===== src/include/rover_drive_consts.svh =====
`ifndef ROVER_DRIVE_CONSTS_SVH
`define ROVER_DRIVE_CONSTS_SVH

// base cycles per 15 degree step, sized for simulation
`define ANGLE_UNIT_CYCLES 40
// base cycles per 4 inch step, sized for simulation
`define DIST_UNIT_CYCLES 40
// extra cycles added to a unit per trim count
`define TRIM_STEP_CYCLES 4
// settling pause between turn and drive
`define PAUSE_CYCLES 20

// command queue size
`define QUEUE_DEPTH 4
// fill count width, holds 0 to QUEUE_DEPTH
`define QUEUE_COUNT_W 3

// apb register offsets
`define REG_CMD 8'h00
`define REG_TRIM 8'h04
`define REG_STATUS 8'h08

`endif


===== src/hw/rover_drive_pkg.sv =====
package rover_drive_pkg;

   ////////////////////////////////
   // move command
   ////////////////////////////////

   // one queued move for the rover
   // angle sits in the upper bits so the host word reads as {angle, distance}
   typedef struct packed {
      // number of 15 degree pivot steps
      logic [4:0] angle;
      // number of 4 inch forward steps
      logic [6:0] distance;
   } move_cmd_t;

   ////////////////////////////////
   // sequencer phases
   ////////////////////////////////

   // a move walks idle -> turning -> pause -> moving -> idle
   // angle zero enters moving straight from idle
   // distance zero never leaves idle
   typedef enum logic [1:0] {
      // waiting for the next command
      idle    = 2'd0,
      // pivot turn on the right wheel only
      turning = 2'd1,
      // all motors off to let the drive settle
      pause   = 2'd2,
      // both wheels forward
      moving  = 2'd3
   } drive_phase_t;

endpackage


===== src/hw/apb_drive_regs.sv =====
`timescale 1ns/1ns
`include "rover_drive_consts.svh"

module apb_drive_regs (
   input  logic                         clock,
   input  logic                         rst_n,
   input  logic [7:0]                   paddr,
   input  logic                         psel,
   input  logic                         penable,
   input  logic                         pwrite,
   input  logic [31:0]                  pwdata,
   input  logic                         full,
   input  logic [`QUEUE_COUNT_W-1:0]    count,
   input  logic                         busy,
   input  logic                         move_done,
   output logic [31:0]                  prdata,
   output logic                         pready,
   output logic                         pslverr,
   output logic                         push,
   output rover_drive_pkg::move_cmd_t   push_cmd,
   output logic [3:0]                   angle_trim,
   output logic [3:0]                   dist_trim
);

   ////////////////////////////////
   // access decode
   ////////////////////////////////

   logic        access;
   logic        sel_cmd;
   logic        sel_trim;
   logic        sel_status;
   logic        unmapped;
   logic [7:0]  trim_q;
   logic [7:0]  done_count;
   logic [31:0] status_word;

   // zero wait states so every access ends in its access phase
   assign pready = 1'b1;
   assign access = psel && penable;

   assign sel_cmd    = (paddr == `REG_CMD);
   assign sel_trim   = (paddr == `REG_TRIM);
   assign sel_status = (paddr == `REG_STATUS);
   assign unmapped   = !(sel_cmd || sel_trim || sel_status);

   // error on a hole in the map or on a command the queue cannot take
   assign pslverr = access && (unmapped || (sel_cmd && pwrite && full));

   ////////////////////////////////
   // command push
   ////////////////////////////////

   // low 12 bits of the write data form the command
   assign push_cmd = rover_drive_pkg::move_cmd_t'(pwdata[11:0]);
   // a refused write never reaches the queue
   assign push = access && pwrite && sel_cmd && !full;

   ////////////////////////////////
   // trim register
   ////////////////////////////////

   always_ff @(posedge clock or negedge rst_n) begin
      if (!rst_n) begin
         trim_q <= 8'h00;
      end else if (access && pwrite && sel_trim) begin
         trim_q <= pwdata[7:0];
      end
   end

   // sequencer samples these only when a move starts
   assign angle_trim = trim_q[3:0];
   assign dist_trim  = trim_q[7:4];

   ////////////////////////////////
   // completion counter
   ////////////////////////////////

   // one count per finished move, wraps at 256
   always_ff @(posedge clock or negedge rst_n) begin
      if (!rst_n) begin
         done_count <= 8'h00;
      end else if (move_done) begin
         done_count <= done_count + 8'h01;
      end
   end

   ////////////////////////////////
   // read data
   ////////////////////////////////

   // busy in bit 0, fill count above it, completions in the second byte
   assign status_word = {16'h0000, done_count, 4'h0, count, busy};

   always_comb begin
      prdata = 32'h0000_0000;
      // cmd and unmapped offsets read back zero
      if (psel && !pwrite) begin
         if (sel_trim) begin
            prdata = {24'h00_0000, trim_q};
         end else if (sel_status) begin
            prdata = status_word;
         end
      end
   end

endmodule


===== src/hw/move_queue.sv =====
`timescale 1ns/1ns
`include "rover_drive_consts.svh"

module move_queue (
   input  logic                         clock,
   input  logic                         rst_n,
   input  logic                         push,
   input  rover_drive_pkg::move_cmd_t   push_cmd,
   input  logic                         cmd_ready,
   output logic                         full,
   output logic [`QUEUE_COUNT_W-1:0]    count,
   output logic                         cmd_valid,
   output rover_drive_pkg::move_cmd_t   cmd
);

   localparam int PTR_W = $clog2(`QUEUE_DEPTH);

   // storage has no reset, only the pointers and count do
   rover_drive_pkg::move_cmd_t mem [`QUEUE_DEPTH];
   logic [PTR_W-1:0] wr_ptr;
   logic [PTR_W-1:0] rd_ptr;
   logic             do_push;
   logic             do_pop;

   assign full      = (count == `QUEUE_COUNT_W'(`QUEUE_DEPTH));
   assign cmd_valid = (count != '0);
   // head entry is always visible to the sequencer
   assign cmd       = mem[rd_ptr];

   // handshake on the consumer side
   assign do_pop  = cmd_valid && cmd_ready;
   // guard against an overfill
   assign do_push = push && !full;

   always_ff @(posedge clock) begin
      if (do_push) begin
         mem[wr_ptr] <= push_cmd;
      end
   end

   always_ff @(posedge clock or negedge rst_n) begin
      if (!rst_n) begin
         wr_ptr <= '0;
         rd_ptr <= '0;
         count  <= '0;
      end else begin
         // pointers wrap at the last entry
         if (do_push) begin
            wr_ptr <= (wr_ptr == PTR_W'(`QUEUE_DEPTH - 1)) ? '0 : wr_ptr + PTR_W'(1);
         end
         if (do_pop) begin
            rd_ptr <= (rd_ptr == PTR_W'(`QUEUE_DEPTH - 1)) ? '0 : rd_ptr + PTR_W'(1);
         end
         // push and pop together leave the count alone
         case ({do_push, do_pop})
            2'b10:   count <= count + `QUEUE_COUNT_W'(1);
            2'b01:   count <= count - `QUEUE_COUNT_W'(1);
            default: count <= count;
         endcase
      end
   end

endmodule


===== src/hw/motor_sequencer.sv =====
`timescale 1ns/1ns
`include "rover_drive_consts.svh"

module motor_sequencer (
   input  logic                         clock,
   input  logic                         rst_n,
   input  logic                         cmd_valid,
   input  rover_drive_pkg::move_cmd_t   cmd,
   input  logic [3:0]                   angle_trim,
   input  logic [3:0]                   dist_trim,
   output logic                         cmd_ready,
   output logic                         busy,
   output logic                         move_done,
   output logic                         motor_l_f,
   output logic                         motor_r_f,
   output logic                         motor_l_b,
   output logic                         motor_r_b
);

   ////////////////////////////////
   // counter sizing
   ////////////////////////////////

   // longest unit is the base plus a full trim of 15
   localparam int ANGLE_MAX = `ANGLE_UNIT_CYCLES + 15 * `TRIM_STEP_CYCLES;
   localparam int DIST_MAX  = `DIST_UNIT_CYCLES + 15 * `TRIM_STEP_CYCLES;
   localparam int SUB_MAX   = (ANGLE_MAX > DIST_MAX) ? ANGLE_MAX : DIST_MAX;
   localparam int SUB_W     = $clog2(SUB_MAX + 1);
   localparam int PAUSE_W   = $clog2(`PAUSE_CYCLES + 1);

   rover_drive_pkg::drive_phase_t phase;

   // command and unit lengths captured at accept
   logic [4:0]         angle_q;
   logic [6:0]         dist_q;
   logic [SUB_W-1:0]   angle_goal;
   logic [SUB_W-1:0]   dist_goal;

   // one step and sub-step pair serves both turn and drive
   logic [6:0]         step_count;
   logic [SUB_W-1:0]   sub_count;
   logic [PAUSE_W-1:0] pause_count;

   logic [6:0]         step_goal;
   logic [SUB_W-1:0]   sub_goal;
   logic               sub_last;
   logic               step_last;
   logic               accept;

   ////////////////////////////////
   // handshake and status
   ////////////////////////////////

   // only an idle sequencer takes the head entry
   assign accept    = cmd_valid && (phase == rover_drive_pkg::idle);
   assign cmd_ready = accept;
   assign busy      = (phase != rover_drive_pkg::idle);

   // reverse drive is not supported
   assign motor_l_b = 1'b0;
   assign motor_r_b = 1'b0;

   // goals for the phase in progress
   assign step_goal = (phase == rover_drive_pkg::turning) ? {2'b00, angle_q} : dist_q;
   assign sub_goal  = (phase == rover_drive_pkg::turning) ? angle_goal : dist_goal;
   assign sub_last  = (sub_count == sub_goal - SUB_W'(1));
   assign step_last = (step_count == step_goal - 7'd1);

   // latch the command and the trimmed unit lengths
   // later trim writes do not touch a move in progress
   always_ff @(posedge clock) begin
      if (accept) begin
         angle_q    <= cmd.angle;
         dist_q     <= cmd.distance;
         angle_goal <= SUB_W'(`ANGLE_UNIT_CYCLES)
                       + SUB_W'(angle_trim) * SUB_W'(`TRIM_STEP_CYCLES);
         dist_goal  <= SUB_W'(`DIST_UNIT_CYCLES)
                       + SUB_W'(dist_trim) * SUB_W'(`TRIM_STEP_CYCLES);
      end
   end

   ////////////////////////////////
   // phase FSM
   ////////////////////////////////

   always_ff @(posedge clock or negedge rst_n) begin
      if (!rst_n) begin
         phase       <= rover_drive_pkg::idle;
         motor_l_f   <= 1'b0;
         motor_r_f   <= 1'b0;
         move_done   <= 1'b0;
         step_count  <= '0;
         sub_count   <= '0;
         pause_count <= '0;
      end else begin
         // done is a single cycle pulse
         move_done <= 1'b0;
         case (phase)
            rover_drive_pkg::idle: begin
               if (accept) begin
                  step_count  <= '0;
                  sub_count   <= '0;
                  pause_count <= '0;
                  if (cmd.distance == 7'd0) begin
                     // nothing to drive, finish at once
                     move_done <= 1'b1;
                  end else if (cmd.angle == 5'd0) begin
                     // straight ahead, no turn and no pause
                     phase     <= rover_drive_pkg::moving;
                     motor_l_f <= 1'b1;
                     motor_r_f <= 1'b1;
                  end else begin
                     // pivot on the right wheel
                     phase     <= rover_drive_pkg::turning;
                     motor_r_f <= 1'b1;
                  end
               end
            end

            rover_drive_pkg::turning,
            rover_drive_pkg::moving: begin
               if (sub_last) begin
                  sub_count <= '0;
                  if (step_last) begin
                     step_count <= '0;
                     motor_l_f  <= 1'b0;
                     motor_r_f  <= 1'b0;
                     if (phase == rover_drive_pkg::turning) begin
                        phase <= rover_drive_pkg::pause;
                     end else begin
                        // motors off and done in the same cycle
                        phase     <= rover_drive_pkg::idle;
                        move_done <= 1'b1;
                     end
                  end else begin
                     step_count <= step_count + 7'd1;
                  end
               end else begin
                  sub_count <= sub_count + SUB_W'(1);
               end
            end

            rover_drive_pkg::pause: begin
               // all off for the settling time then both forward
               if (pause_count == PAUSE_W'(`PAUSE_CYCLES - 1)) begin
                  pause_count <= '0;
                  phase       <= rover_drive_pkg::moving;
                  motor_l_f   <= 1'b1;
                  motor_r_f   <= 1'b1;
               end else begin
                  pause_count <= pause_count + PAUSE_W'(1);
               end
            end

            default: begin
               phase <= rover_drive_pkg::idle;
            end
         endcase
      end
   end

endmodule


===== src/hw/rover_drive_top.sv =====
`timescale 1ns/1ns
`include "rover_drive_consts.svh"

module rover_drive_top (
   input  logic        clock,
   input  logic        rst_n,
   input  logic [7:0]  paddr,
   input  logic        psel,
   input  logic        penable,
   input  logic        pwrite,
   input  logic [31:0] pwdata,
   output logic [31:0] prdata,
   output logic        pready,
   output logic        pslverr,
   output logic        motor_l_f,
   output logic        motor_r_f,
   output logic        motor_l_b,
   output logic        motor_r_b
);

   // register block to queue
   logic                         push;
   rover_drive_pkg::move_cmd_t   push_cmd;
   logic                         full;
   logic [`QUEUE_COUNT_W-1:0]    count;

   // queue to sequencer
   logic                         cmd_valid;
   logic                         cmd_ready;
   rover_drive_pkg::move_cmd_t   cmd;

   // sequencer and register block
   logic                         busy;
   logic                         move_done;
   logic [3:0]                   angle_trim;
   logic [3:0]                   dist_trim;

   ////////////////////////////////
   // host side
   ////////////////////////////////

   apb_drive_regs u_regs (
      .clock      (clock),
      .rst_n      (rst_n),
      .paddr      (paddr),
      .psel       (psel),
      .penable    (penable),
      .pwrite     (pwrite),
      .pwdata     (pwdata),
      .full       (full),
      .count      (count),
      .busy       (busy),
      .move_done  (move_done),
      .prdata     (prdata),
      .pready     (pready),
      .pslverr    (pslverr),
      .push       (push),
      .push_cmd   (push_cmd),
      .angle_trim (angle_trim),
      .dist_trim  (dist_trim)
   );

   move_queue u_queue (
      .clock     (clock),
      .rst_n     (rst_n),
      .push      (push),
      .push_cmd  (push_cmd),
      .cmd_ready (cmd_ready),
      .full      (full),
      .count     (count),
      .cmd_valid (cmd_valid),
      .cmd       (cmd)
   );

   ////////////////////////////////
   // motor side
   ////////////////////////////////

   motor_sequencer u_seq (
      .clock      (clock),
      .rst_n      (rst_n),
      .cmd_valid  (cmd_valid),
      .cmd        (cmd),
      .angle_trim (angle_trim),
      .dist_trim  (dist_trim),
      .cmd_ready  (cmd_ready),
      .busy       (busy),
      .move_done  (move_done),
      .motor_l_f  (motor_l_f),
      .motor_r_f  (motor_r_f),
      .motor_l_b  (motor_l_b),
      .motor_r_b  (motor_r_b)
   );

endmodule


===== config.mk =====
export PLATFORM = sky130hd
export DESIGN_NAME = rover_drive_top
export DESIGN_NICKNAME = d
export VERILOG_FILES = /design/src/hw/rover_drive_pkg.sv /design/src/hw/apb_drive_regs.sv /design/src/hw/move_queue.sv /design/src/hw/motor_sequencer.sv /design/src/hw/rover_drive_top.sv
export VERILOG_INCLUDE_DIRS = /design/src /design/src/include
export SDC_FILE = /design/constraint.sdc
export NUM_CORES = 1
export LEC_CHECK = 0
export ABC_AREA = 1
export BUFFER_PORTS_ARGS = -buffer_cell sky130_fd_sc_hd__buf_4
export CORE_AREA = 4 4 116 118
export DETAILED_ROUTE_END_ITERATION = 7
export DIE_AREA = 0 0 120 122
export GPL_TIMING_DRIVEN = 0
export PLACE_DENSITY_LB_ADDON = 0.3
export SLEW_MARGIN = 15
export SYNTH_ARGS = -nofsm -noshare
export SYNTH_HDL_FRONTEND = slang
export SYNTH_SLANG_ARGS = --single-unit
export TNS_END_PERCENT = 10

===== constraint.sdc =====
create_clock -name clock -period 3.15 [get_ports clock]
set_input_delay 0.1575 -clock clock [delete_from_list [all_inputs] [get_ports clock]]
set_output_delay 0.1575 -clock clock [all_outputs]
set_load 0.005 [all_outputs]

==> impl_results.md <==
* GRT Overall Usage at 18.9%
* Relative slew slack at 21.8%
* Worst Path Required at 3460 ps
* Critical R2R Launch: u_seq.phase[1]
* Fmax at 357 MHz
* Syn avg cell area at 8.91 um2
* Synthesis Warnings at 0
* Hold-critical path endpoint: u_queue.wr_ptr[1]
* Post-synthesis register bit count at 117
* Gp weighted congestion at 0.863
* Power, Total at 6.56 mW
* Hold WS at 241 ps
* Iter 0 DRT Violations at 267
* Max clock buf depth at 2
* Slew Limit Fails at 0
* Most common cell after layout, fill and taps aside: nand2_1
* Initial Utilization at 49.9%
* FF-to-FF path depth at 16
* Worst clock skew at 8.09 ps
* Total negative setup slack at 0 ps
* Final setup fails at 0
* Cell Area, Synth at 6220 um2
* CORE AREA at 12500 um2
* Worst Setup Start Kind: flip-flop
* Final Critical Period at 2800 ps
* Sequential area share after synthesis at 52.7%
* Reg clk slew, reported paths at 50 ps
* Port bufs at 43
* Worst Hold Class: in2reg
* Fin area at 7550 um2
* R2R setup slack at 350 ps
* Num Clock Sinks at 117
* CTS resizes at 0
* Final WL at 13.0 mm
* Synthesis-to-finish area growth at 21.4%
* Peak supply drop at 0.498 mV
* Die width at 120 um
* CTS H-tree depth at 4
* Final period utilization at 88.9%
* # fillers at 1031
* RR Endpoint: u_seq.move_done
* CP Max Fanout at 10
* CTS tree: done
* Drt wl/cell at 13.3 um
* Cell Area, Placed at 6840 um2
* Max-cap violation count at 0
* P_leak at 3.48 nW
* Crit end category: flip-flop
* Largest stage delay on the critical path at 420 ps
* Ports at 83
* Kind of critical path: reg2reg
* Syn Inst Count at 698
* Num rows at 41
* Die outline height at 122 um
* Post-DP HPWL at 9.16 mm
* Critical path arrival at 3110 ps
* Crit-path slowest cell: dfrtp_1
* Unique cell type count in the Yosys netlist at 45
* Status: completed
* Dpl ws at 270 ps
* 1st-pass router iterations at 7
* Final ANT Viol Nets at 0
* Power Density at 868 nW/um2
* Fraction of layout instances using a drive strength above 1 at 17.3%
* # diodes at 0
* Endpoints failing hold at 0
* Worst Hold Launch: paddr[3]
* Initial antenna violation count at 0
* Slack of the critical path at 350 ps
* Vias in the first global route at 4669
* Number of CTS-inserted buffers at 17
* Via/cell ratio at 4.89
* Worst slew pin tran at 1170 ps
* Via count of the routed design at 4774
* Clk Latency, worst-skew pair at 420 ps
* Most frequent cells in the layout: nand2_1 (175), inv_1 (103), edfxtp_1 (70)
* Grt total ovfl at 0
* Drt drc at 0
* RSZ-0062 raised after global routing: no
* Clock root buffer master: clkbuf_16
* CP cell instances: inv_1, ha_1, inv_2, buf_6, nand2_2, nand2_4, ha_1, xor2_1, nand3_1, nor2_1, nand2_1, nor2_1, nand2_2, inv_1, nand3b_1, a21oi_1
* First-pass GRT wire length at 21.7 mm
* Die area at 14600 um2
* Hold path depth at 6
* Postcts setup bufs at 0
* Largest net degree at the start of global routing at 48
* Nets at 856
==> final cells by class <==
cell class	instances	area, um2	share of cell area [%]
clock inverters	13	149	1.97
well taps	172	215	2.85
clock buffers	19	433	5.73
plain buffers	30	213	2.82
multi-input cells	461	2400	31.8
flip-flops and latches	117	3280	43.4
inverters	107	402	5.32
repair buffers	57	464	6.15
==> power by group <==
| part | switching [mW] | internal, mW |
|---|---|---|
| combinational | 1.71 | 0.866 |
| clock | 0.712 | 1.17 |
| sequential | 0.148 | 1.94 |
| total | 2.57 | 3.98 |
==> worst max-delay path: cells and delay by family, from the launching register on <==
family                     cells  cell delay [ps]
and+or+nand+nor                8              790
adders and majority gates      2              630
buffers and inverters          4              480
DFF                            1              420
AOI/OAI and AO/OA              1              220
xor gates and xnor gates       1              150
==> sequential cells by signal, summed over array words and instances (netlist names) <==
register / cells
u_queue.mem: 48
u_regs.done_count: 8
u_regs.trim_q: 8
u_seq.dist_q: 7
u_seq.step_count: 7
u_seq.sub_count: 7
u_seq.angle_goal: 5
u_seq.angle_q: 5
u_seq.dist_goal: 5
u_seq.pause_count: 5
u_queue.count: 3
u_queue.rd_ptr: 2
u_queue.wr_ptr: 2
u_seq.phase: 2
u_seq.motor_l_f: 1
u_seq.motor_r_f: 1
u_seq.move_done: 1
==> kinds of logic (layout without fill, tap and decap cells) <==
kind of cell / Yosys count / count (layout) / synth area share (%)
mux: 4 / 4 / 0.704
compound gates: 58 / 58 / 5.57
other cells: 2 / 19 / 0.121
fa+ha+maj: 20 / 20 / 4.14
xor+xnor: 20 / 20 / 2.94
buf+inv: 137 / 226 / 9.88
simple gates: 340 / 340 / 24.0
flops: 117 / 117 / 52.7
==> through the flow <==
step | instances | utilization (%)
2_1_floorplan | 715 | -
3_3_place_gp | 930 | 54.7
3_5_place_dp | 931 | 54.8
4_1_cts | 976 | 60.6
5_1_grt | 976 | 60.6
6_report | 976 | 60.6
==> layer usage <==
metal	part of all wire (%)	track usage (%)	routed length (um)
met5	0	0	0
met4	2.1	7.73	272
met3	4.7	4.97	606
met2	48	31.7	6250
met1	45	23.3	5850
==> Yosys cell counts, drive strengths merged <==
library cell / n / area (um2)
nand2: 189 / 764
inv: 105 / 394
edfxtp: 70 / 2100
nor2: 65 / 272
nand3: 59 / 300
dfrtp: 47 / 1180
o21ai: 29 / 156
buf: 28 / 205
ha: 19 / 238
nor3: 18 / 90.1
a21oi: 17 / 96.4
xor2: 16 / 148
nand4: 4 / 25.0
xnor2: 4 / 35.0
mux2: 3 / 33.8
nor4: 3 / 25.0
o211ai: 3 / 22.5
a211oi: 2 / 15.0
clkbuf: 2 / 7.51
clkinv: 2 / 7.51
conb: 2 / 7.51
o21bai: 2 / 18.8
o31ai: 2 / 15.0
a22oi: 1 / 7.51
fa: 1 / 20.0
mux2i: 1 / 10.0
nand3b: 1 / 7.51
o22ai: 1 / 6.26
o41ai: 1 / 8.76
or2: 1 / 6.26
==> worst max-delay path by stage <==
stage	from	endpoint	slack, ps	depth (start not counted)
2_1_floorplan	u_seq.phase[0]	u_queue.count[2]	40	10
3_3_place_gp	u_seq.phase[0]	u_queue.count[2]	-560	10
3_5_place_dp	paddr[1]	u_queue.mem[1][9]	270	7
4_1_cts	u_seq.phase[1]	u_seq.move_done	350	16
5_1_grt	u_seq.phase[1]	u_seq.phase[0]	100	17
6_report	u_seq.phase[1]	u_seq.move_done	350	16
==> timing repair <==
item	CTS	global route
endpoints found under the setup margin	0	0
endpoints found under the hold margin	95	0
hold buffers	13	0
(Power assumes the default switching activity.)
